**src/rtl/mem_config.svh**
```systemverilog
`ifndef MEM_CONFIG_SVH
`define MEM_CONFIG_SVH

// ----------------------------------------------------------------------
// memory map of the subsystem
// ----------------------------------------------------------------------

`define RAM_WORDS       1024            // ram depth in 32-bit words
`define RAM_BASE        32'h0000_0000
`define TIMER_BASE      32'h0200_0000
`define TIMER_SPAN      32'd16          // four 32-bit timer registers

// ----------------------------------------------------------------------
// timer register byte offsets from TIMER_BASE
// ----------------------------------------------------------------------

`define TMR_MTIME_LO    4'h0
`define TMR_MTIME_HI    4'h4
`define TMR_CMP_LO      4'h8
`define TMR_CMP_HI      4'hC

`endif

```
**src/rtl/bus_pkg.sv**
```systemverilog
`default_nettype none

package bus_pkg;

    // ------------------------------------------------------------------
    // processor side sequencing
    // ------------------------------------------------------------------

    // arbiter FSM, a saved request waits in issue until the bus takes it
    typedef enum logic [1:0] {
        idle      = 2'd0,
        issue     = 2'd1,
        wait_read = 2'd2
    } arb_state_t;

    // which processor port owns the command on the bus
    typedef enum logic {
        src_inst = 1'b0,
        src_data = 1'b1
    } req_src_t;

endpackage

`default_nettype wire

```
**src/rtl/map_pkg.sv**
```systemverilog
`default_nettype none

package map_pkg;

    // ------------------------------------------------------------------
    // address map decode results
    // ------------------------------------------------------------------

    typedef enum logic [1:0] {
        reg_ram   = 2'd0,
        reg_timer = 2'd1,
        reg_none  = 2'd2    // unmapped, reads give zero
    } region_t;

    // follows address bits 3:2 inside the timer window
    typedef enum logic [1:0] {
        mtime_lo = 2'd0,
        mtime_hi = 2'd1,
        cmp_lo   = 2'd2,
        cmp_hi   = 2'd3
    } timer_sel_t;

endpackage

`default_nettype wire

```
**src/rtl/mem_cmd_if.sv**
```systemverilog
`default_nettype none

interface mem_cmd_if;

    logic                start;       // command offered by the arbiter
    logic                write;
    logic [31:0]         addr;
    logic [31:0]         wdata;
    logic [3:0]          wmask;
    bus_pkg::req_src_t   src;         // owner of the command in flight

    logic                ready;       // low while the controller is busy
    logic [31:0]         rdata;
    logic                rdata_valid; // one cycle pulse per read

    modport arbiter (
        output start, write, addr, wdata, wmask, src,
        input  ready, rdata, rdata_valid
    );

    modport controller (
        input  start, write, addr, wdata, wmask, src,
        output ready, rdata, rdata_valid
    );

endinterface

`default_nettype wire

```
**src/rtl/mem_map_ctrl.sv**
```systemverilog
`default_nettype none

`include "mem_config.svh"

module mem_map_ctrl (
    input  logic                clk,
    input  logic                arst_n,

    mem_cmd_if.controller       cmd,

    output logic                ram_en,
    output logic                ram_we,
    output logic [9:0]          ram_index,
    output logic [31:0]         ram_wdata,
    output logic [3:0]          ram_wmask,
    input  logic [31:0]         ram_rdata,

    output logic                tmr_en,
    output logic                tmr_we,
    output map_pkg::timer_sel_t tmr_sel,
    output logic [31:0]         tmr_wdata,
    input  logic [31:0]         tmr_rdata
);

    map_pkg::region_t    region;
    map_pkg::region_t    region_q;
    map_pkg::timer_sel_t sel;
    map_pkg::timer_sel_t sel_q;

    logic [31:0] ram_off;
    logic [31:0] tmr_off;
    logic        cmd_fire;
    logic        cmd_vld;
    logic        we_q;
    logic [9:0]  index_q;
    logic [31:0] wdata_q;
    logic [3:0]  wmask_q;

    // ------------------------------------------------------------------
    // address decode
    // ------------------------------------------------------------------

    assign ram_off  = cmd.addr - `RAM_BASE;
    assign tmr_off  = cmd.addr - `TIMER_BASE;
    assign cmd_fire = cmd.start && cmd.ready;

    always_comb begin
        region = map_pkg::reg_none;
        if (cmd.addr >= `RAM_BASE && ram_off < `RAM_WORDS * 4) begin
            region = map_pkg::reg_ram;
        end else if (cmd.addr >= `TIMER_BASE && tmr_off < `TIMER_SPAN) begin
            region = map_pkg::reg_timer;
        end
    end

    always_comb begin
        case ({tmr_off[3:2], 2'b00})
            `TMR_MTIME_HI: sel = map_pkg::mtime_hi;
            `TMR_CMP_LO:   sel = map_pkg::cmp_lo;
            `TMR_CMP_HI:   sel = map_pkg::cmp_hi;
            default:       sel = map_pkg::mtime_lo;
        endcase
    end

    // command register, the target blocks act one edge after transfer
    always_ff @(posedge clk) begin
        if (cmd_fire) begin
            we_q     <= cmd.write;
            region_q <= region;     // also selects the returning word
            sel_q    <= sel;
            index_q  <= ram_off[11:2];
            wdata_q  <= cmd.wdata;
            wmask_q  <= cmd.wmask;
        end
    end

    always_ff @(posedge clk or negedge arst_n) begin
        if (!arst_n) begin
            cmd_vld         <= 1'b0;
            cmd.rdata_valid <= 1'b0;
        end else begin
            cmd_vld         <= cmd_fire;
            cmd.rdata_valid <= cmd_vld && !we_q;
        end
    end

    assign cmd.ready = !cmd_vld && !cmd.rdata_valid;

    // ------------------------------------------------------------------
    // target side
    // ------------------------------------------------------------------

    assign ram_en    = cmd_vld && (region_q == map_pkg::reg_ram);
    assign ram_we    = we_q;
    assign ram_index = index_q;
    assign ram_wdata = wdata_q;
    assign ram_wmask = wmask_q;

    assign tmr_en    = cmd_vld && (region_q == map_pkg::reg_timer);
    assign tmr_we    = we_q;
    assign tmr_sel   = sel_q;
    assign tmr_wdata = wdata_q;

    always_comb begin
        case (region_q)
            map_pkg::reg_ram:   cmd.rdata = ram_rdata;
            map_pkg::reg_timer: cmd.rdata = tmr_rdata;
            default:            cmd.rdata = 32'h0;
        endcase
    end

    // a read keeps the bus closed until its data has returned
    a_read_blocks: assert property (@(posedge clk) disable iff (!arst_n)
        cmd_fire && !cmd.write |=> !cmd_fire ##1 !cmd_fire);

endmodule

`default_nettype wire

```
**src/flat_wrapper.sv**
```systemverilog
// flat-port wrapper written by rule: the top's interface ports become plain ports
module mem_map_ctrl_flat 
  (clk, arst_n, ram_en, ram_we, ram_index, ram_wdata, ram_wmask, ram_rdata, tmr_en, tmr_we, tmr_sel, tmr_wdata, tmr_rdata, cmd_start, cmd_write, cmd_addr, cmd_wdata, cmd_wmask, cmd_src, cmd_ready, cmd_rdata, cmd_rdata_valid);
  mem_cmd_if cmd_i ();
  input  logic clk;
  input  logic arst_n;
  output logic ram_en;
  output logic ram_we;
  output logic [9:0] ram_index;
  output logic [31:0] ram_wdata;
  output logic [3:0] ram_wmask;
  input  logic [31:0] ram_rdata;
  output logic tmr_en;
  output logic tmr_we;
  output map_pkg::timer_sel_t tmr_sel;
  output logic [31:0] tmr_wdata;
  input  logic [31:0] tmr_rdata;
  input wire logic [$bits(cmd_i.start)-1:0] cmd_start;
  input wire logic [$bits(cmd_i.write)-1:0] cmd_write;
  input wire logic [$bits(cmd_i.addr)-1:0] cmd_addr;
  input wire logic [$bits(cmd_i.wdata)-1:0] cmd_wdata;
  input wire logic [$bits(cmd_i.wmask)-1:0] cmd_wmask;
  input wire logic [$bits(cmd_i.src)-1:0] cmd_src;
  output wire logic [$bits(cmd_i.ready)-1:0] cmd_ready;
  output wire logic [$bits(cmd_i.rdata)-1:0] cmd_rdata;
  output wire logic [$bits(cmd_i.rdata_valid)-1:0] cmd_rdata_valid;
  assign cmd_i.start = cmd_start;
  assign cmd_i.write = cmd_write;
  assign cmd_i.addr = cmd_addr;
  assign cmd_i.wdata = cmd_wdata;
  assign cmd_i.wmask = cmd_wmask;
  assign cmd_i.src = cmd_src;
  assign cmd_ready = cmd_i.ready;
  assign cmd_rdata = cmd_i.rdata;
  assign cmd_rdata_valid = cmd_i.rdata_valid;
  mem_map_ctrl u_core (.clk(clk), .arst_n(arst_n), .cmd(cmd_i), .ram_en(ram_en), .ram_we(ram_we), .ram_index(ram_index), .ram_wdata(ram_wdata), .ram_wmask(ram_wmask), .ram_rdata(ram_rdata), .tmr_en(tmr_en), .tmr_we(tmr_we), .tmr_sel(tmr_sel), .tmr_wdata(tmr_wdata), .tmr_rdata(tmr_rdata));
endmodule
```
**config.mk**
```make
export PLATFORM = sky130hd
export DESIGN_NAME = mem_map_ctrl_flat
export DESIGN_NICKNAME = d
export VERILOG_FILES = /design/src/rtl/bus_pkg.sv /design/src/rtl/map_pkg.sv /design/src/rtl/mem_cmd_if.sv /design/src/rtl/mem_map_ctrl.sv /design/src/flat_wrapper.sv
export VERILOG_INCLUDE_DIRS = /design/src /design/src/rtl
export SDC_FILE = /design/constraint.sdc
export NUM_CORES = 1
export LEC_CHECK = 0
export BUFFER_PORTS_ARGS = -buffer_cell sky130_fd_sc_hd__buf_2
export CORE_AREA = 2 2 99 101
export CTS_BUF_LIST = sky130_fd_sc_hd__clkbuf_2 sky130_fd_sc_hd__clkbuf_4 sky130_fd_sc_hd__clkbuf_8
export DETAILED_ROUTE_END_ITERATION = 12
export DIE_AREA = 0 0 101 103
export SETUP_SLACK_MARGIN = 0.02
export SYNTH_ARGS = -nofsm -noshare
export SYNTH_HDL_FRONTEND = slang
export SYNTH_SLANG_ARGS = --single-unit
```
**constraint.sdc**
```tcl
create_clock -name clk -period 3.4 [get_ports clk]
set_input_delay 0.51 -clock clk [delete_from_list [all_inputs] [get_ports clk]]
set_output_delay 0.51 -clock clk [all_outputs]
set_load 0.005 [all_outputs]
```
==> impl_metrics.csv <==
group,metric,value,unit
timing,rsz0062_at_grt,"false",
job,drv_cap,0,
clock_tree,numCtsBuffers,5,
timing,worst_pin_slew,1099,ps
timing,drv_slew,0,
cells_and_area,drive_gt1_share,65.59,%
yosys,synth_area_per_cell,13.60,µm²
setup_path,required,2890,ps
global_routing,antenna_found_initial,0,
setup_path,cp-end-kind,"output port",
yosys,ys_types,21,
setup_path,start_kind,"register",
setup_path,crit_fanout,34,
placed_design,placed_cell_area,3588,µm²
clock_tree,ctsResizeCount,0,
timing,hold_violations,0,
placed_design,pre_cts_slack,1425,ps
hold_path,hold_path_class,"input port to register",
cells_and_area,most-common-layout-cells,"buf_2 (251), edfxtp_1 (51), nor2_1 (33)",
cells_and_area,areaGrowthSynthToFinish,49.24,%
cells_and_area,fillCellCount,942,
hold_path,min-delay-start,"cmd_wdata[4]",
die,core_area,9459,µm²
setup_path,regToRegStartpoint,"u_core.cmd_vld$_DFF_PN0_",
yosys,syn_area,2475,µm²
die,rows,36,
power,power-per-cell-area,369.9,nW/µm²
placed_design,dpl.cell_count,506,
cells_and_area,stdcell_area,3694,µm²
global_routing,grt-ovfl-total,0,
clock_tree,insertion_delay,300,ps
placed_design,routabilityCongestion,0.7301,
timing,slew-limit-headroom,26.73,%
global_routing,grt_pass1_wl,9.073,mm
yosys,synth_warnings,0,
status,status,"finished, final reports clean",
route,viasPerCell,4.153,
global_routing,grt_start_max_net_pins,53,
yosys,syn_nets,320,
cells_and_area,instances_no_fill,515,
yosys,synth_seq_cells,53,
die,io_pins,255,
global_routing,busiest_layer,"met2",
cells_and_area,n_antenna_cell,0,
timing,finalSetupViolations,0,
setup_path,arrival,1800,ps
global_routing,met1_usage,12.78,%
timing,min_period,2307,ps
setup_path,regToRegSetupSlack,1840,ps
timing,fin_crit_sh,67.85,%
cells_and_area,nets,538,
route,drt_iter0_drc,54,
die,die_w,101,µm
setup_path,path_class,"register to output port",
die,start_util,26.16,%
global_routing,gr-usage-met3,4.271,%
route,drc,0,
timing,finClkSkew,14.35,ps
clock_tree,htree_levels,2,
route,vias,2139,
setup_path,crit_start,"u_core.region_q[1]$_SDFFCE_PN0P_",
cells_and_area,utilization,39.05,%
timing,clock.fmax,433.5,MHz
yosys,syn_inst,182,
clock_tree,clk_path_buf_depth,2,
route,dr.pass1.iters,4,
die,die_h,103,µm
timing,fin_ws,1093,ps
placed_design,io_buffers,251,
timing,fin_hold_ws,369.4,ps
global_routing,groute.usage.overall,11.15,%
die,dieArea,10400,µm²
clock_tree,cts_tree,"done",
route,postRouteAntennaNets,0,
route,wl_per_cell,13.23,µm
clock_tree,cts_sinks,53,
route,routed_wl,6.814,mm
clock_tree,clk_pin_slew_worst_paths,110,ps
clock_tree,postCtsHoldBufs,1,
clock_tree,root_buffer,"clkbuf_8",
power,vdd_drop_max,189.0,µV
power,p_total,1.366,mW
global_routing,grt_use_met2,20.10,%
cells_and_area,layout_commonest_cell,"buf_2",
global_routing,grt_pass1_vias,1873,
timing,tns,0,ps
placed_design,hpwlAfterDp,5.454,mm
clock_tree,cts_setup_buffers,0,
power,p_leak,1.874,nW
yosys,yosysSeqAreaShare,63.90,%
## layer usage
layer | wire length [µm] | part of all wire [%]
met5 | 0 | 0
met4 | 37 | 0.54
met3 | 647 | 9.5
met2 | 3512 | 52
met1 | 2617 | 38
## report_power, final
part           switching, mW  internal, mW
combinational         0.0965         0.120
sequential            0.0168         0.767
clock                  0.216         0.150
total                  0.329          1.04
## worst paths after layout
path | cells after the start | end
max in group asynchronous | 2 | u_core.cmd.rdata_valid$_DFF_PN0_
min in group asynchronous | 2 | u_core.cmd_vld$_DFF_PN0_
min reg2reg | 1 | u_core.cmd.rdata_valid$_DFF_PN0_
max | 2 | tmr_en
min | 1 | u_core.ram_wdata[4]$_DFFE_PP_
max reg2reg | 3 | u_core.region_q[1]$_SDFFCE_PN0P_
## critical path: stages, from the launching register on
cell and delay [ps]:
edfxtp_1 1090, and3b_1 270, buf_2 120
## synthesized netlist by cell type
| cell | number | area share, % |
|---|---|---|
| xnor2_1 | 2 | 0.71 |
| edfxtp_1 | 51 | 62 |
| buf_2 | 1 | 0.20 |
| nand4b_1 | 1 | 0.35 |
| nand2_1 | 1 | 0.15 |
| and3b_1 | 1 | 0.35 |
| a211o_1 | 1 | 0.35 |
| and2_1 | 1 | 0.25 |
| clkbuf_1 | 5 | 0.76 |
| nor2_1 | 33 | 5.0 |
| mux2i_1 | 32 | 13 |
| nor3b_1 | 1 | 0.30 |
| nor2b_1 | 1 | 0.25 |
| buf_4 | 37 | 11 |
| or3_4 | 1 | 0.45 |
| nand4_1 | 1 | 0.25 |
| nor3_1 | 1 | 0.20 |
| inv_1 | 2 | 0.30 |
| ha_1 | 1 | 0.51 |
| nor4_1 | 6 | 1.5 |
| dfrtp_1 | 2 | 2.0 |
## cells by family after synthesis
kind of cell | count (synthesis) | share of synthesized area, %
AND/OR/NAND/NOR | 48 | 9.101
AO/OA/AOI/OAI | 1 | 0.3540
buffers and inverters | 45 | 12.49
multiplexers | 32 | 12.94
flip-flops | 53 | 63.90
XOR/XNOR | 2 | 0.7079
adder cells (fa/ha/maj) | 1 | 0.5055
## layout make-up
class	count	area, µm²	share of cell area, %
repair buffers	254	1281	34.69
inverters	2	7.507	0.2033
well taps	114	142.6	3.862
multi-input cells	84	585.6	15.85
clock buffers	5	68.82	1.863
clock inverters	3	26.28	0.7114
flip-flops and latches	53	1582	42.82
## registers in the layout (all words and copies together), names as in the netlist
| register | count |
|---|---|
| u_core.ram_wmask | 4 |
| u_core.ram_we | 1 |
| u_core.tmr_sel | 2 |
| u_core.cmd.rdata_valid | 1 |
| u_core.region_q | 2 |
| u_core.ram_index | 10 |
| u_core.ram_wdata | 32 |
| u_core.cmd_vld | 1 |
(Power assumes the default switching activity.)
