$ cat src/rtl/mem_config.svh
`ifndef MEM_CONFIG_SVH
`define MEM_CONFIG_SVH

// ----------------------------------------------------------------------
// memory map of the subsystem
// ----------------------------------------------------------------------

`define RAM_WORDS       1024            // ram depth in 32-bit words
`define RAM_BASE        32'h0000_0000
`define TIMER_BASE      32'h0200_0000
`define TIMER_SPAN      32'd16          // four 32-bit timer registers

// ----------------------------------------------------------------------
// timer register byte offsets from TIMER_BASE
// ----------------------------------------------------------------------

`define TMR_MTIME_LO    4'h0
`define TMR_MTIME_HI    4'h4
`define TMR_CMP_LO      4'h8
`define TMR_CMP_HI      4'hC

`endif

$ cat src/rtl/map_pkg.sv
`default_nettype none

package map_pkg;

    // ------------------------------------------------------------------
    // address map decode results
    // ------------------------------------------------------------------

    typedef enum logic [1:0] {
        reg_ram   = 2'd0,
        reg_timer = 2'd1,
        reg_none  = 2'd2    // unmapped, reads give zero
    } region_t;

    // follows address bits 3:2 inside the timer window
    typedef enum logic [1:0] {
        mtime_lo = 2'd0,
        mtime_hi = 2'd1,
        cmp_lo   = 2'd2,
        cmp_hi   = 2'd3
    } timer_sel_t;

endpackage

`default_nettype wire

$ cat src/rtl/timer_regs.sv
`default_nettype none

module timer_regs (
    input  logic                clk,
    input  logic                arst_n,
    input  logic                en,
    input  logic                we,
    input  map_pkg::timer_sel_t sel,
    input  logic [31:0]         wdata,
    input  logic [63:0]         mtime,
    output logic [31:0]         rdata,
    output logic [63:0]         mtimecmp,
    output logic                timer_irq
);

    // mtime comes from outside, only the compare value lives here
    always_ff @(posedge clk or negedge arst_n) begin
        if (!arst_n) begin
            mtimecmp <= '1;                 // keeps the interrupt quiet
        end else if (en && we) begin
            case (sel)
                map_pkg::cmp_lo: mtimecmp[31:0]  <= wdata;
                map_pkg::cmp_hi: mtimecmp[63:32] <= wdata;
                default: begin
                end
            endcase
        end
    end

    always_ff @(posedge clk) begin
        if (en && !we) begin
            case (sel)
                map_pkg::mtime_lo: rdata <= mtime[31:0];
                map_pkg::mtime_hi: rdata <= mtime[63:32];
                map_pkg::cmp_lo:   rdata <= mtimecmp[31:0];
                default:           rdata <= mtimecmp[63:32];
            endcase
        end
    end

    assign timer_irq = mtime >= mtimecmp;

endmodule

`default_nettype wire

$ cat config.mk
export PLATFORM = sky130hd
export DESIGN_NAME = timer_regs
export DESIGN_NICKNAME = d
export VERILOG_FILES = /design/src/rtl/mem_config.svh /design/src/rtl/map_pkg.sv /design/src/rtl/timer_regs.sv
export SDC_FILE = /design/constraint.sdc
export NUM_CORES = 1
export LEC_CHECK = 0
export BUFFER_PORTS_ARGS = -buffer_cell sky130_fd_sc_hd__buf_4
export CAP_MARGIN = 25
export CORE_MARGIN = 10
export CORE_UTILIZATION = 40
export DETAILED_ROUTE_END_ITERATION = 16
export GPL_TIMING_DRIVEN = 0
export HOLD_SLACK_MARGIN = 0.1
export PLACE_DENSITY = 0.66
export SLEW_MARGIN = 20
export SYNTH_ARGS = -nofsm -noshare
export SYNTH_HDL_FRONTEND = slang
export SYNTH_SLANG_ARGS = --single-unit
$ cat constraint.sdc
create_clock -name clk -period 6.3 [get_ports clk]
set_input_delay 0.63 -clock clk [delete_from_list [all_inputs] [get_ports clk]]
set_output_delay 0.63 -clock clk [all_outputs]
set_load 0.02 [all_outputs]
==> summary.md, run 1 <==
| Metric | Value |
|---|---|
| Diodes inserted | `0` |
| Worst-path clk slew | `0.07 ns` |
| Met1 wire length | `7510 µm` |
| Hold slack | `0.525 ns` |
| CTS tree | `yes` |
| Gr usage total | `17.5%` |
| Post-synth EDFFs | `32` |
| FF-to-FF Start | `mtimecmp[35]` |
| Synth Register Bits | `96` |
| DR iter-0 viols | `158` |
| Post-synthesis xor/xnor area fraction | `0%` |
| Post-synthesis async set-or-reset flop share | `66.7%` |
| Final hold vios | `0` |
| Cell Area, Synth | `5770 µm²` |
| DR vias | `4355` |
| Post-CTS setup buffer count | `0` |
| Register area | `2640 µm²` |
| Mapped Nets | `600` |
| Chip Height | `140 µm` |
| Synth Area in Adders | `13.9%` |
| Worst hold start | `wdata[25]` |
| Grt ovf | `0` |
| Yosys top cell by area | `dfstp_2` |
| Largest net degree at the start of global routing | `65` |
| Layout Nets | `808` |
| Status | `finished clean` |
| Setup_tns | `0 ns` |
| Cell Rows | `43` |
| Via density | `5.27` |
| Uppermost layer routed | `met4` |
| Initial Util | `41.2%` |
| Max Slew Vio Count | `0` |
| Worst Setup EP | `timer_irq` |
| Share of the synthesized area in the top cell type | `29.2%` |
| Data required, critical path | `5.67 ns` |
| Power per standard cell area | `297 nW/µm²` |
| Fin crit period | `3.58 ns` |
| Final setup vio count | `0` |
| Critical path arrival | `2.95 ns` |
| Initial antenna violation count | `0` |
| Crit. Startpoint | `mtimecmp[0]` |
| Worst R2R End | `rdata[3]` |
| Top_reg_cell synth | `dfstp_2` |
| Flop-to-flop setup slack | `5.17 ns` |
| First-pass GRT wire length | `27100 µm` |
| DRC viols | `0` |
| Syn-to-layout area delta | `34.8%` |
| Routed wl met2 | `8760 µm` |
| Num CTS Buffers | `9` |
| Met3 WL post-DR | `928 µm` |
| Startpoint types | `flip-flop` |
| Vias in the first global route | `4797` |
| Worst setup skew after layout | `0.00559 ns` |
| Core area | `14000 µm²` |
| Per-cell routed wire length | `21.1 µm` |
| Cells after Synth | `434` |
| Proportion of layout cells with a drive suffix above 1 | `59.4%` |
| Post-CTS sizing | `0` |
| CP Capture Type | `primary output` |
| Hold crit path type | `input port to flip-flop` |
| Clock Sinks | `96` |
| Multi-input logic area | `2830 µm²` |
| Least-Margin Pin Slew | `0.818 ns` |
| Max cap viols | `0` |
| Pleak | `0.00357 µW` |
| Final HPWL DP | `14200 µm` |
| # hold bufs at CTS | `0` |
| Unrepaired setup endpoints after global routing | `false` |
| Main combinational cell family by area after synthesis | `multiplexers` |
| Max-slew headroom at the worst pin | `45.4%` |
| CP max FO | `4` |
| Post-detailed-route count of antenna-violating nets | `0` |
| Root buf cell | `clkbuf_16` |
| GPL Wtd Cong | `0.905` |
| Clock Path Buffers | `2` |
| Worst-Skew Late Latency | `0.34 ns` |
| Mapped Avg Cell Area | `13.3 µm²` |
| Total Wirelength | `17500 µm` |
| Fin crit share | `56.8%` |
| Fraction of the yosys area taken by sequential cells | `45.8%` |
| Die ar. | `19600 µm²` |
| Cells on worst reg2reg path | `1` |
| Compound-gate portion of the synthesized area | `5.31%` |
| Yosys warnings | `0` |
| Post-synthesis simple-gate area fraction | `4.73%` |
| Count of input and output buffers | `196` |
| Maximum vdd ir drop | `0.135 mV` |
| Drt first pass iters | `4` |
| Layout fillers | `1210` |
| Yosys cell types | `35` |
| H-tree lvl count | `3` |
| Die Wd | `140 µm` |
| Fmax | `279 MHz` |
| Number of top-level pins | `199` |
| Critical path class | `flip-flop to primary output` |
| Largest cells by area after synthesis | `dfstp_2 (29%), edfxtp_1 (17%), ha_1 (14%), mux2_2 (12%), mux4_2 (12%)` |
| Multiplexer share of the synthesized area | `25.0%` |
## cells in the mapped netlist (2+ instances only)
cell type  number
dfstp_2        64
ha_1           64
inv_1          64
mux2_2         64
edfxtp_1       32
mux4_2         32
a21oi_1        23
nand2_1        19
buf_2           9
nand4_1         9
o21ai_0         8
nand3_1         6
clkbuf_1        5
nor2_1          5
a21o_1          3
a221oi_1        3
and4_1          3
a211oi_1        2
o21a_1          2
o31ai_1         2
## critical path: stages, from the launching register on
cell       delay (ns)
dfstp_2          0.56
ha_1             0.23
nand2b_1         0.17
a2111oi_0        0.59
o31ai_1          0.22
a31o_2           0.29
a211oi_1         0.22
o21ai_0          0.14
buf_4            0.18
## layout by cell type (no fill, tap or decap), types with 9 or more instances in the layout
cell type    n
ha_1        64
dfstp_2     64
buf_2        9
inv_1       64
buf_4      196
nand2_1     19
clkbuf_16   10
mux2_2      64
mux4_2      32
a21oi_1     23
edfxtp_1    32
nand4_1      9
## kinds of logic after synthesis
group | after synthesis
adder cells (fa/ha/maj) | 64
flip-flops | 96
AO/OA/AOI/OAI | 50
AND/OR/NAND/NOR | 50
buffers and inverters | 78
multiplexers | 96
## routing by layer
layer	up-vias	track usage, %
li1	2033	-
met1	2178	21.3
met2	126	30.0
met3	18	4.12
met4	0	5.33
met5	-	0
## report_power, final
part / internal, µW / switching [µW] / total, µW / leakage (µW)
clock: 303 / 233 / 535 / 0.000138
combinational: 412 / 425 / 837 / 0.00246
sequential: 833 / 105 / 938 / 0.000974
total: 1550 / 762 / 2310 / 0.00357
## area by class of cell
cell class              instances  share of cell area (%)
multi-input cells             260                    36.4
flip-flops and latches         96                    34.0
repair buffers                197                    19.1
clock buffers                  14                    3.54
inverters                      64                    3.09
well taps                     180                    2.90
plain buffers                  14                   0.821
clock inverters                 2                   0.161
## worst min-delay path by stage
stage	to	slack, ns	depth (start not counted)
after global placement	mtimecmp[25]	0.62	1
after floorplan	mtimecmp[0]	0.48	0
after global routing	mtimecmp[15]	0.52	2
final	mtimecmp[25]	0.53	2
after detailed placement	mtimecmp[25]	0.63	1
after CTS	mtimecmp[25]	0.52	2
## state kept, by name, summed over array words and instances, names as in the netlist
signal    cells
mtimecmp     64
rdata        32
## per-stage QoR
stage / instances / total power, µW / cell area, µm² / setup WS (ns) / utilization (%)
6_report: 827 / 2310 / 7770 / 2.72 / 55.6
5_1_grt: 827 / 2450 / 7770 / 2.46 / 55.6
2_1_floorplan: 434 / 1420 / 5770 / 3.46 / -
3_3_place_gp: 810 / 1770 / 7460 / 2.57 / 53.4
3_5_place_dp: 811 / 1800 / 7490 / 2.80 / 53.5
4_1_cts: 827 / 2340 / 7770 / 2.67 / 55.6
Power figures use the tool's default switching activity.
==> run 2, diff against run 1 <==
clock period = 3.5 ns   (was 6.3 ns; I/O delays follow)
==> summary.md, run 2 (same netlist as run 1, synthesis figures left out) <==
| Metric | Value |
|---|---|
| Max Slew Vio Count | `0 (unchanged)` |
| Grt ovf | `0 (unchanged)` |
| Worst setup skew after layout | `0.00559 ns (unchanged)` |
| FF-to-FF Start | `mtimecmp[35] (unchanged)` |
| Vias in the first global route | `4797 (unchanged)` |
| Worst-Skew Late Latency | `0.34 ns (about the same)` |
| Syn-to-layout area delta | `34.8% (about the same)` |
| DR vias | `4355 (unchanged)` |
| Max cap viols | `0 (unchanged)` |
| Largest net degree at the start of global routing | `65 (unchanged)` |
| DRC viols | `0 (unchanged)` |
| Root buf cell | `clkbuf_16 (unchanged)` |
| Critical Path, Cell by Cell | `ha_1 -> nand2b_1 -> a2111oi_1 -> o31ai_1 -> a31o_2 -> a211oi_1 -> o21ai_0 -> buf_4 (was ha_1 -> nand2b_1 -> a2111oi_0 -> o31ai_1 -> a31o_2 -> a211oi_1 -> o21ai_0 -> buf_4)` |
| CTS tree | `yes (unchanged)` |
| H-tree lvl count | `3 (unchanged)` |
| Gr usage total | `17.5% (unchanged)` |
| WHS Endpoint | `mtimecmp[25] (unchanged)` |
| Chip Height | `140 µm (unchanged)` |
| Post-CTS setup buffer count | `0 (unchanged)` |
| Initial Util | `41.2% (unchanged)` |
| Die Wd | `140 µm (unchanged)` |
| Cell Rows | `43 (unchanged)` |
| Max-slew headroom at the worst pin | `45.4% (unchanged)` |
| Per-cell routed wire length | `21.1 µm (about the same)` |
| Num CTS Buffers | `9 (unchanged)` |
| CP max stage cell | `dfstp_2 (was a2111oi_0)` |
| Count of input and output buffers | `196 (unchanged)` |
| Fin crit period | `3.21 ns` |
| Maximum vdd ir drop | `0.243 mV (was 0.135 mV)` |
| Initial antenna violation count | `0 (unchanged)` |
| Final hold vios | `0 (unchanged)` |
| Max reg flops | `64 (unchanged)` |
| First-pass GRT wire length | `27100 µm (unchanged)` |
| CP Capture Type | `primary output (unchanged)` |
| Biggest register | `mtimecmp (unchanged)` |
| Tot Pwr | `4160 µW (was 2310 µW)` |
| Most common cell after layout, fill and taps aside | `buf_4 (unchanged)` |
| Critical path class | `flip-flop to primary output (unchanged)` |
| Final setup vio count | `0 (unchanged)` |
| Core area | `14000 µm² (unchanged)` |
| Diodes inserted | `0 (unchanged)` |
| Least-Margin Pin Slew | `0.818 ns (unchanged)` |
| Worst R2R End | `rdata[3] (unchanged)` |
| Die ar. | `19600 µm² (unchanged)` |
| CP max stage delay | `0.56 ns (was 0.59 ns)` |
| CP max FO | `4 (unchanged)` |
| Proportion of layout cells with a drive suffix above 1 | `59.4% (unchanged)` |
| Data required, critical path | `3.15 ns (was 5.67 ns)` |
| Flop-to-flop setup slack | `2.37 ns (was 5.17 ns)` |
| Setup_tns | `0 ns (unchanged)` |
| Final Non-Filler Cells | `827 (unchanged)` |
| Clock Path Buffers | `2 (unchanged)` |
| Post-detailed-route count of antenna-violating nets | `0 (unchanged)` |
| Power per standard cell area | `535 nW/µm² (was 297 nW/µm²)` |
| Hold crit path type | `input port to flip-flop (unchanged)` |
| DR iter-0 viols | `155 (was 158)` |
| Drt first pass iters | `4 (unchanged)` |
| Via density | `5.27 (unchanged)` |
| Final HPWL DP | `14200 µm (unchanged)` |
| Hold Path Depth | `2 (unchanged)` |
| Fin crit share | `91.6%` |
| Status | `finished clean (unchanged)` |
| Unrepaired setup endpoints after global routing | `false (unchanged)` |
| Commonest cells after routing, fill and taps aside | `buf_4 (196), mux2_2 (64), inv_1 (64), ha_1 (64), dfstp_2 (64) (unchanged)` |
| Fmax | `312 MHz` |
| GPL Wtd Cong | `0.905 (unchanged)` |
| Worst-path clk slew | `0.07 ns (about the same)` |
| Crit. Startpoint | `mtimecmp[0] (unchanged)` |
| Number of top-level pins | `199 (unchanged)` |
| Total Wirelength | `17500 µm (about the same)` |
| Clock Sinks | `96 (unchanged)` |
| Cells on worst reg2reg path | `1 (unchanged)` |
| Startpoint types | `flip-flop (unchanged)` |
| Worst hold start | `wdata[25] (unchanged)` |
| Critical path arrival | `2.86 ns (was 2.95 ns)` |
| Total placed cells including tap cells | `811 (unchanged)` |
| Biggest registers after layout | `mtimecmp x64, rdata x32 (unchanged)` |
| Pleak | `0.00357 µW (about the same)` |
| Layout Nets | `808 (unchanged)` |
run 2: cell counts in the layout (fill, tap and decap cells not counted):
Identical to the previous run, type by type.
run 2: layer usage:
metal | vias up | part of all wire, % | GRT usage (%)
met3 | 18 | 5.3 | 4.12
met2 | 126 | 50 | 30.0
met4 | 0 | 1.6 | 5.33
li1 | 2033 | - | -
met1 | 2178 | 43 | 21.3
met5 | - | 0 | 0
run 2: worst max path at each step:
| stage | endpoint | slack (ns) |
|---|---|---|
| 2_1_floorplan | timer_irq | 0.95 |
| 3_3_place_gp | rdata[16] | 0.05 |
| 3_5_place_dp | timer_irq | 0.55 |
| 4_1_cts | timer_irq | 0.15 |
| 5_1_grt | timer_irq | 0.07 |
| 6_report | timer_irq | 0.29 |
run 2: final cells by class:
cell class	instances	area, µm²
inverter	64	240
buffer	14	63.8
clock buffer	14	275
sequential	96	2640
tap	180	225
clock inverter	2	12.5
multi-input combinational	260	2830
timing repair buffer	197	1490
fill	1209	6210
run 2: metrics by stage:
stage	hold WS (ns)	area [µm²]	utilization (%)	worst slack (ns)
after global placement	0.591	7460	53.4	0.0517
final	0.245	7780	55.6	0.293
after global routing	0.241	7780	55.6	0.0660
after CTS	0.235	7770	55.6	0.149
after detailed placement	0.596	7490	53.5	0.546
after floorplan	0.202	5770	-	0.948
run 2: power breakdown:
| group | switching [µW] | leakage [µW] | internal, µW | total (µW) |
|---|---|---|---|---|
| combinational | 765 | 0.00246 | 742 | 1510 |
| clock | 419 | 0.000138 | 545 | 964 |
| sequential | 188 | 0.000974 | 1500 | 1690 |
run 2: timing repair:
action,4_1_cts,5_1_grt
hold buffers,0,0
gates resized for setup,0,1
setup endpoints to repair,0,1
run 2: worst max-delay path: cells and delay by family, from the launching register on:
family	cells	cell delay, ns
simple gates	1	0.17
buf+inv	1	0.18
flops	1	0.56
compound gates	5	1.38
fa+ha+maj	1	0.23
