File: src/rtl/mem_config.svh
`ifndef MEM_CONFIG_SVH
`define MEM_CONFIG_SVH

// ----------------------------------------------------------------------
// memory map of the subsystem
// ----------------------------------------------------------------------

`define RAM_WORDS       1024            // ram depth in 32-bit words
`define RAM_BASE        32'h0000_0000
`define TIMER_BASE      32'h0200_0000
`define TIMER_SPAN      32'd16          // four 32-bit timer registers

// ----------------------------------------------------------------------
// timer register byte offsets from TIMER_BASE
// ----------------------------------------------------------------------

`define TMR_MTIME_LO    4'h0
`define TMR_MTIME_HI    4'h4
`define TMR_CMP_LO      4'h8
`define TMR_CMP_HI      4'hC

`endif

File: src/rtl/bus_pkg.sv
`default_nettype none

package bus_pkg;

    // ------------------------------------------------------------------
    // processor side sequencing
    // ------------------------------------------------------------------

    // arbiter FSM, a saved request waits in issue until the bus takes it
    typedef enum logic [1:0] {
        idle      = 2'd0,
        issue     = 2'd1,
        wait_read = 2'd2
    } arb_state_t;

    // which processor port owns the command on the bus
    typedef enum logic {
        src_inst = 1'b0,
        src_data = 1'b1
    } req_src_t;

endpackage

`default_nettype wire

File: src/rtl/mem_cmd_if.sv
`default_nettype none

interface mem_cmd_if;

    logic                start;       // command offered by the arbiter
    logic                write;
    logic [31:0]         addr;
    logic [31:0]         wdata;
    logic [3:0]          wmask;
    bus_pkg::req_src_t   src;         // owner of the command in flight

    logic                ready;       // low while the controller is busy
    logic [31:0]         rdata;
    logic                rdata_valid; // one cycle pulse per read

    modport arbiter (
        output start, write, addr, wdata, wmask, src,
        input  ready, rdata, rdata_valid
    );

    modport controller (
        input  start, write, addr, wdata, wmask, src,
        output ready, rdata, rdata_valid
    );

endinterface

`default_nettype wire

File: src/rtl/mem_arbiter.sv
`default_nettype none

module mem_arbiter (
    input  logic        clk,
    input  logic        arst_n,

    input  logic        ireq_valid,
    input  logic [31:0] ireq_addr,
    output logic        ireq_ready,
    output logic        iresp_valid,
    output logic [31:0] iresp_addr,
    output logic [31:0] iresp_inst,

    input  logic        dreq_valid,
    input  logic        dreq_wen,
    input  logic [31:0] dreq_addr,
    input  logic [31:0] dreq_wdata,
    input  logic [3:0]  dreq_wmask,
    output logic        dreq_ready,
    output logic        dresp_valid,
    output logic [31:0] dresp_addr,
    output logic [31:0] dresp_data,

    mem_cmd_if.arbiter  cmd
);

    bus_pkg::arb_state_t state;
    bus_pkg::req_src_t   owner;

    logic        ipend;
    logic        dpend;
    logic [31:0] iaddr_q;
    logic        dwen_q;
    logic [31:0] daddr_q;
    logic [31:0] dwdata_q;
    logic [3:0]  dwmask_q;
    logic        cmd_fire;

    // ------------------------------------------------------------------
    // command bus, fetch always goes first
    // ------------------------------------------------------------------

    assign owner    = ipend ? bus_pkg::src_inst : bus_pkg::src_data;
    assign cmd_fire = cmd.start && cmd.ready;

    assign cmd.start = state == bus_pkg::issue;
    assign cmd.src   = owner;
    assign cmd.write = (owner == bus_pkg::src_data) && dwen_q;
    assign cmd.addr  = (owner == bus_pkg::src_inst) ? iaddr_q : daddr_q;
    assign cmd.wdata = dwdata_q;
    assign cmd.wmask = dwmask_q;

    assign ireq_ready = state == bus_pkg::idle; // both ports share one ready
    assign dreq_ready = state == bus_pkg::idle;

    // ------------------------------------------------------------------
    // responses follow the owner of the read in flight
    // ------------------------------------------------------------------

    assign iresp_valid = (state == bus_pkg::wait_read) && cmd.rdata_valid
                         && (cmd.src == bus_pkg::src_inst);
    assign iresp_addr  = iaddr_q;
    assign iresp_inst  = cmd.rdata;

    assign dresp_valid = (state == bus_pkg::wait_read) && cmd.rdata_valid
                         && (cmd.src == bus_pkg::src_data);
    assign dresp_addr  = daddr_q;
    assign dresp_data  = cmd.rdata;

    // request payload is captured at acceptance
    always_ff @(posedge clk) begin
        if (ireq_ready && ireq_valid) begin
            iaddr_q <= ireq_addr;
        end
        if (dreq_ready && dreq_valid) begin
            dwen_q   <= dreq_wen;
            daddr_q  <= dreq_addr;
            dwdata_q <= dreq_wdata;
            dwmask_q <= dreq_wmask;
        end
    end

    always_ff @(posedge clk or negedge arst_n) begin
        if (!arst_n) begin
            state <= bus_pkg::idle;
            ipend <= 1'b0;
            dpend <= 1'b0;
        end else begin
            case (state)
                bus_pkg::idle: begin
                    if (ireq_valid) begin
                        ipend <= 1'b1;
                    end
                    if (dreq_valid) begin
                        dpend <= 1'b1;
                    end
                    if (ireq_valid || dreq_valid) begin
                        state <= bus_pkg::issue;
                    end
                end
                bus_pkg::issue: begin
                    if (cmd_fire) begin
                        if (cmd.write) begin
                            dpend <= 1'b0;          // stores get no response
                            state <= bus_pkg::idle;
                        end else begin
                            state <= bus_pkg::wait_read;
                        end
                    end
                end
                bus_pkg::wait_read: begin
                    if (cmd.rdata_valid) begin
                        if (owner == bus_pkg::src_inst) begin
                            ipend <= 1'b0;
                            state <= dpend ? bus_pkg::issue : bus_pkg::idle;
                        end else begin
                            dpend <= 1'b0;
                            state <= bus_pkg::idle;
                        end
                    end
                end
                default: begin
                    state <= bus_pkg::idle;
                end
            endcase
        end
    end

    a_one_response: assert property (@(posedge clk) disable iff (!arst_n)
        !(iresp_valid && dresp_valid));

endmodule

`default_nettype wire

File: src/flat_wrapper.sv
// flat-port wrapper written by rule: the top's interface ports become plain ports
module mem_arbiter_flat 
  (clk, arst_n, ireq_valid, ireq_addr, ireq_ready, iresp_valid, iresp_addr, iresp_inst, dreq_valid, dreq_wen, dreq_addr, dreq_wdata, dreq_wmask, dreq_ready, dresp_valid, dresp_addr, dresp_data, cmd_start, cmd_write, cmd_addr, cmd_wdata, cmd_wmask, cmd_src, cmd_ready, cmd_rdata, cmd_rdata_valid);
  mem_cmd_if cmd_i ();
  input  logic clk;
  input  logic arst_n;
  input  logic ireq_valid;
  input  logic [31:0] ireq_addr;
  output logic ireq_ready;
  output logic iresp_valid;
  output logic [31:0] iresp_addr;
  output logic [31:0] iresp_inst;
  input  logic dreq_valid;
  input  logic dreq_wen;
  input  logic [31:0] dreq_addr;
  input  logic [31:0] dreq_wdata;
  input  logic [3:0] dreq_wmask;
  output logic dreq_ready;
  output logic dresp_valid;
  output logic [31:0] dresp_addr;
  output logic [31:0] dresp_data;
  output wire logic [$bits(cmd_i.start)-1:0] cmd_start;
  output wire logic [$bits(cmd_i.write)-1:0] cmd_write;
  output wire logic [$bits(cmd_i.addr)-1:0] cmd_addr;
  output wire logic [$bits(cmd_i.wdata)-1:0] cmd_wdata;
  output wire logic [$bits(cmd_i.wmask)-1:0] cmd_wmask;
  output wire logic [$bits(cmd_i.src)-1:0] cmd_src;
  input wire logic [$bits(cmd_i.ready)-1:0] cmd_ready;
  input wire logic [$bits(cmd_i.rdata)-1:0] cmd_rdata;
  input wire logic [$bits(cmd_i.rdata_valid)-1:0] cmd_rdata_valid;
  assign cmd_start = cmd_i.start;
  assign cmd_write = cmd_i.write;
  assign cmd_addr = cmd_i.addr;
  assign cmd_wdata = cmd_i.wdata;
  assign cmd_wmask = cmd_i.wmask;
  assign cmd_src = cmd_i.src;
  assign cmd_i.ready = cmd_ready;
  assign cmd_i.rdata = cmd_rdata;
  assign cmd_i.rdata_valid = cmd_rdata_valid;
  mem_arbiter u_core (.clk(clk), .arst_n(arst_n), .ireq_valid(ireq_valid), .ireq_addr(ireq_addr), .ireq_ready(ireq_ready), .iresp_valid(iresp_valid), .iresp_addr(iresp_addr), .iresp_inst(iresp_inst), .dreq_valid(dreq_valid), .dreq_wen(dreq_wen), .dreq_addr(dreq_addr), .dreq_wdata(dreq_wdata), .dreq_wmask(dreq_wmask), .dreq_ready(dreq_ready), .dresp_valid(dresp_valid), .dresp_addr(dresp_addr), .dresp_data(dresp_data), .cmd(cmd_i));
endmodule
File: config.mk
export PLATFORM = sky130hd
export DESIGN_NAME = mem_arbiter_flat
export DESIGN_NICKNAME = d
export VERILOG_FILES = /design/src/rtl/mem_config.svh /design/src/rtl/bus_pkg.sv /design/src/rtl/mem_cmd_if.sv /design/src/rtl/mem_arbiter.sv /design/src/flat_wrapper.sv
export SDC_FILE = /design/constraint.sdc
export NUM_CORES = 1
export LEC_CHECK = 0
export BUFFER_PORTS_ARGS = -buffer_cell sky130_fd_sc_hd__clkbuf_2
export CAP_MARGIN = 25
export CORE_MARGIN = 4
export CORE_UTILIZATION = 27
export DETAILED_ROUTE_END_ITERATION = 10
export HOLD_SLACK_MARGIN = 0.1
export SETUP_SLACK_MARGIN = 0.2
export SYNTH_ARGS = -nofsm -noshare
export SYNTH_HDL_FRONTEND = slang
export SYNTH_SLANG_ARGS = --single-unit
File: constraint.sdc
create_clock -name clk -period 3.9 [get_ports clk]
set_clock_uncertainty 0.05 [all_clocks]
set_input_delay 0.78 -clock clk [delete_from_list [all_inputs] [get_ports clk]]
set_output_delay 0.78 -clock clk [all_outputs]
set_load 0.005 [all_outputs]
==> flow_summary.json, run 1 <==
{
  "clockBufferDepth": 2,
  "ff2ff_setup_slack_ps": 1680,
  "cap_violations": 0,
  "crit_buf_inv": 1,
  "synth_area_leaders": "edfxtp_1 71%, buf_4 11%, mux2_2 8.2%",
  "synth-edff-count": 101,
  "die_w_um": 134,
  "htreeDepth": 3,
  "startpoint": "u_core.ipend$_DFFE_PN0P_",
  "ys.flop_type": "edfxtp_1",
  "crit_required_ps": 3070,
  "detail_route.first_pass.iterations": 4,
  "cts_hold_buf": 0,
  "die_area_um2": 17900,
  "hp-class": "primary input to asynchronous set/reset pin",
  "port_buffers": 245,
  "globalRouteTotalUtil_pct": 13.7,
  "final_common_cell": "clkbuf_2",
  "drive_gt1_share_pct": 69.1,
  "synthDistinctLibCells": 22,
  "grt_pass1_vias": 2985,
  "min_period_ps": 2720,
  "io_pins": 342,
  "yosysWarnings": 0,
  "place.gp.congestion": 0.842,
  "crit_path_max_fanout": 38,
  "hpwl_um": 10100,
  "crit_path_cell_trace": "mux2_2, clkbuf_2",
  "tightest_slew_ps": 963,
  "cts_tree": "done",
  "wl_per_cell_um": 19.7,
  "maxSlewViolCount": 0,
  "diodes": 0,
  "multiInputGateArea_um2": 591,
  "grt_max_degree": 70,
  "grt-ovfl-total": 0,
  "design_area_um2": 5530,
  "worstReg2RegStart": "u_core.state[0]$_DFFE_PN0P_",
  "layout_common_cells": "245 x clkbuf_2, 101 x edfxtp_1, 31 x mux2_2",
  "final_hold_viol_count": 0,
  "max_freq_mhz": 367,
  "leakagePower_uw": 0.00243,
  "cpMaxStageDelayCell": "dfrtp_2",
  "yosysTopAreaCellShare_pct": 70.9,
  "via_count": 2612,
  "clock_latency_ps": 350,
  "status": "finished clean",
  "areaGrowthSynthToFinish_pct": 29.2,
  "synth_top_area_cell": "edfxtp_1",
  "final_nets": 571,
  "regArea_um2": 3130,
  "rsz0062_at_grt": "no",
  "p_per_area_nw_per_um2": 640,
  "vdd_drop_max_mv": 0.332,
  "cts.sinks": 105,
  "coreArea_um2": 15400,
  "drtIter0Drc": 92,
  "routed_wl_um": 12700,
  "synthCells": 239,
  "syn-mean-instance-area_um2": 17.9,
  "chipHeight_um": 134,
  "ant_nets": 0,
  "postCtsSetupBuffers": 0,
  "end_kind": "primary output",
  "dp_slack_ps": 1530,
  "yosysSeqAreaShare_pct": 73.2,
  "ys_seq_elements": 105,
  "cp_top_family": "flip-flops",
  "slew-limit-headroom_pct": 35.8,
  "synthArstFlopShare_pct": 3.81,
  "fin_crit_sh_pct": 69.8,
  "arrival_ps": 1890,
  "viasPerCell": 4.07,
  "fillers": 1518,
  "start_kind": "flop",
  "grt_pass1_wl_um": 18200,
  "cts_buffers": 9,
  "clkTransAtPathRegs_ps": 80,
  "synth_nets": 384,
  "finalSetupTns_ps": 0,
  "setup_violations": 0,
  "slowest_delay_ps": 970,
  "core.rowCount": 45,
  "cts.repair.resized": 0,
  "post_dp_cell_area_um2": 5240,
  "synth_area_um2": 4280,
  "worst_slack_ps": 1180,
  "criticalPathCategory": "flop to primary output",
  "root_buffer": "clkbuf_16",
  "antenna_found_initial": 0,
  "drcViolationCount": 0,
  "start_util_pct": 27.8
}
cells in the mapped netlist, types with 2 or more instances:
cell      number
a21oi_1        3
and3_1         2
buf_4         65
buf_6          4
dfrtp_1        4
edfxtp_1     101
ha_1           6
inv_1          7
mux2_2        31
mux2_4         2
nand2b_1       2
o21ai_0        2
state kept, by name, indices dropped and copies added (netlist names):
signal             cells
u_core.iresp_addr     32
u_core.cmd.wdata      32
u_core.cmd.wmask       4
u_core.dpend           1
u_core.dresp_addr     32
u_core.dwen_q          1
u_core.state           2
u_core.ipend           1
per-layer routing:
layer / vias to the layer above / global-route usage, % / part of all wire (%)
met1: 1207 / 13.7 / 33
met4: 0 / 4.11 / 1.3
met2: 219 / 24.9 / 54
li1: 1174 / - / -
met5: - / 0 / 0
met3: 12 / 6.60 / 12
final timing paths:
path,to,depth (start not counted)
worst max-delay path,cmd_addr[22],2
worst min register to register,u_core.dpend$_DFFE_PN0P_,2
worst max register to register,u_core.ipend$_DFFE_PN0P_,6
max in group asynchronous,u_core.ipend$_DFFE_PN0P_,1
min in group clk,u_core.dpend$_DFFE_PN0P_,2
worst min-delay path,u_core.state[0]$_DFFE_PN0P_,1
stage by stage:
stage | instances | total power, uW | util, % | hold WS [ps]
2_1_floorplan | 239 | 2230 | - | 434
6_report | 642 | 3540 | 36.0 | 172
3_3_place_gp | 626 | 2690 | 34.1 | 467
3_5_place_dp | 626 | 2710 | 34.1 | 475
5_1_grt | 642 | 3760 | 36.0 | 151
4_1_cts | 642 | 3610 | 36.0 | 156
power by group:
part	switching [uW]	internal, uW
Sequential	177	1540
Combinational	462	476
Clock	439	446
Total	1080	2460
cell type report:
type                    count  area share [%]
clock buffers               9            4.07
clock inverters             7            1.18
inverters                   7           0.475
multi-input cells          58            10.7
flip-flops and latches    105            56.7
well taps                 211            4.77
repair buffers            245            22.2
logic make-up (layout without fill, tap and decap cells):
family,after synthesis,in the layout,share of synthesized area [%]
AOI/OAI and AO/OA,7,7,1.23
muxes,35,35,9.35
and+or+nand+nor,10,10,1.40
DFF,105,105,73.2
adders and majority gates,6,6,1.75
buffers and inverters,76,268,13.1
No activity file was read; power rests on OpenSTA's default activity.
==> run 2, diff against run 1 <==
Clock period 3.9 ns to 2.72 ns, I/O delays scaled along.
==> flow_summary.json, run 2 (synthesis gave the netlist of run 1 again) <==
{
  "drive_gt1_share_pct": 69.3,
  "met2_usage_pct": 25.2,
  "ff2ff_setup_slack_ps": 800,
  "areaGrowthSynthToFinish_pct": 31.0,
  "switching_share_pct": 30.6,
  "min_period_ps": 2410,
  "die_w_um": 134,
  "grt-ovfl-total": 0,
  "max_freq_mhz": 415,
  "end_kind": "primary output",
  "htreeDepth": 3,
  "p_int_uw": 3580,
  "cts_tree": "done",
  "maxSlewViolCount": 0,
  "diodes": 0,
  "finalSetupTns_ps": 0,
  "crit_path_max_fanout": 20,
  "pwr-share-clk_pct": 24.9,
  "start_util_pct": 27.8,
  "cap_violations": 0,
  "port_buffers": 245,
  "place.gp.congestion": 0.801,
  "final_nets": 576,
  "grt_pass1_wl_um": 18400,
  "detail_route.first_pass.iterations": 5,
  "hp-class": "primary input to flop",
  "globalRouteTotalUtil_pct": 13.9,
  "arrival_ps": 1820,
  "startpoint": "u_core.ipend$_DFFE_PN0P_",
  "busiest_layer": "met2",
  "setup_violations": 0,
  "drcViolationCount": 0,
  "hp-start": "ireq_addr[0]",
  "vdd_drop_max_mv": 0.411,
  "power.share.sequential_pct": 46.7,
  "viasPerCell": 4.09,
  "drtIter0Drc": 93,
  "cts_buffers": 9,
  "worstReg2RegStart": "u_core.state[0]$_DFFE_PN0P_",
  "dpl.cell_count": 630,
  "p_per_area_nw_per_um2": 920,
  "root_buffer": "clkbuf_16",
  "die_area_um2": 17900,
  "grt_use_met3_pct": 6.71,
  "final_hold_viol_count": 0,
  "start_kind": "flop",
  "slew-limit-headroom_pct": 67.8,
  "clock_latency_ps": 340,
  "via_count": 2644,
  "grt.met1_usage_pct": 13.8,
  "leakagePower_uw": 0.00247,
  "crit_required_ps": 2130,
  "coreArea_um2": 15400,
  "criticalPathCategory": "flop to primary output",
  "grt_max_degree": 37,
  "chipHeight_um": 134,
  "io_pins": 342,
  "antenna_found_initial": 0,
  "pwr-share-comb_pct": 28.5,
  "grt_pass1_vias": 2917,
  "wl_per_cell_um": 19.9,
  "clockBufferDepth": 2,
  "core.rowCount": 45,
  "hpwl_um": 10500,
  "clkTransAtPathRegs_ps": 80,
  "rsz0062_at_grt": "no",
  "switching_power_uw": 1580,
  "status": "finished clean",
  "ant_nets": 0,
  "tightest_slew_ps": 482,
  "fin_crit_sh_pct": 88.6,
  "routed_wl_um": 12900,
  "layout_common_cells": "245 x clkbuf_2, 101 x edfxtp_1, 31 x mux2_2",
  "final_common_cell": "clkbuf_2",
  "cts.sinks": 105,
  "stdcell_count": 647
}
==> run 2: changes by cell type in the layout (fill, tap and decap cells not counted), sizes merged <==
cell / previous run / this run
inv: 9 / 10
dlygate4sd3: 0 / 1
clkinvlp: 1 / 0
buf: 0 / 4
==> run 2: power by group through the flow <==
stage               clock network, uW  registers, uW  logic [uW]
finish                           1280           2410        1470
global placement                    0           2430        1500
floorplan                           0           2390         812
global route                     1420           2450        1620
CTS                              1340           2420        1510
detailed placement                  0           2450        1510
==> run 2: per-stage QoR <==
step                worst slack, ps  hold slack, ps  util [%]  power [uW]  cell area, um2
floorplan                       581             198         -        3200            4280
global placement                611             307      34.5        3930            5300
detailed placement              574             310      34.5        3950            5300
CTS                             269             292      36.5        5270            5610
global route                    223             288      36.5        5490            5610
finish                          311             308      36.5        5160            5610
==> run 2: critical path: stages, from the launching register on <==
cell      delay, ps
dfrtp_4         600
buf_4           350
mux2_2          380
clkbuf_2        110
==> run 2: cell type report <==
type	count	area (um2)
clock buffers	9	225
clock inverters	7	73.8
fillers	1521	9760
inverters	7	26.3
multi-input cells	58	591
flip-flops and latches	105	3140
well taps	211	264
repair buffers	250	1290
==> run 2: timing repair <==
action | in CTS | in global routing
gates resized for setup | 1 | 0
hold buffers | 1 | 0
setup endpoints to repair | 14 | 0
hold endpoints to repair | 4 | 0
buffers inserted | 0 | 0
==> run 2: layer usage <==
layer	vias to the layer above	share of wire (%)
li1	1184	-
met1	1223	32
met2	214	54
met3	23	12
met4	0	1.9
met5	-	0
==> run 2: final timing paths <==
path	to	depth (start not counted)
setup / recovery	cmd_addr[25]	3
hold / removal	u_core.iresp_addr[0]$_DFFE_PP_	1
setup reg to reg	u_core.iresp_addr[6]$_DFFE_PP_	4
hold reg to reg	u_core.dpend$_DFFE_PN0P_	2
max in group asynchronous	u_core.ipend$_DFFE_PN0P_	2
min in group asynchronous	u_core.dpend$_DFFE_PN0P_	2
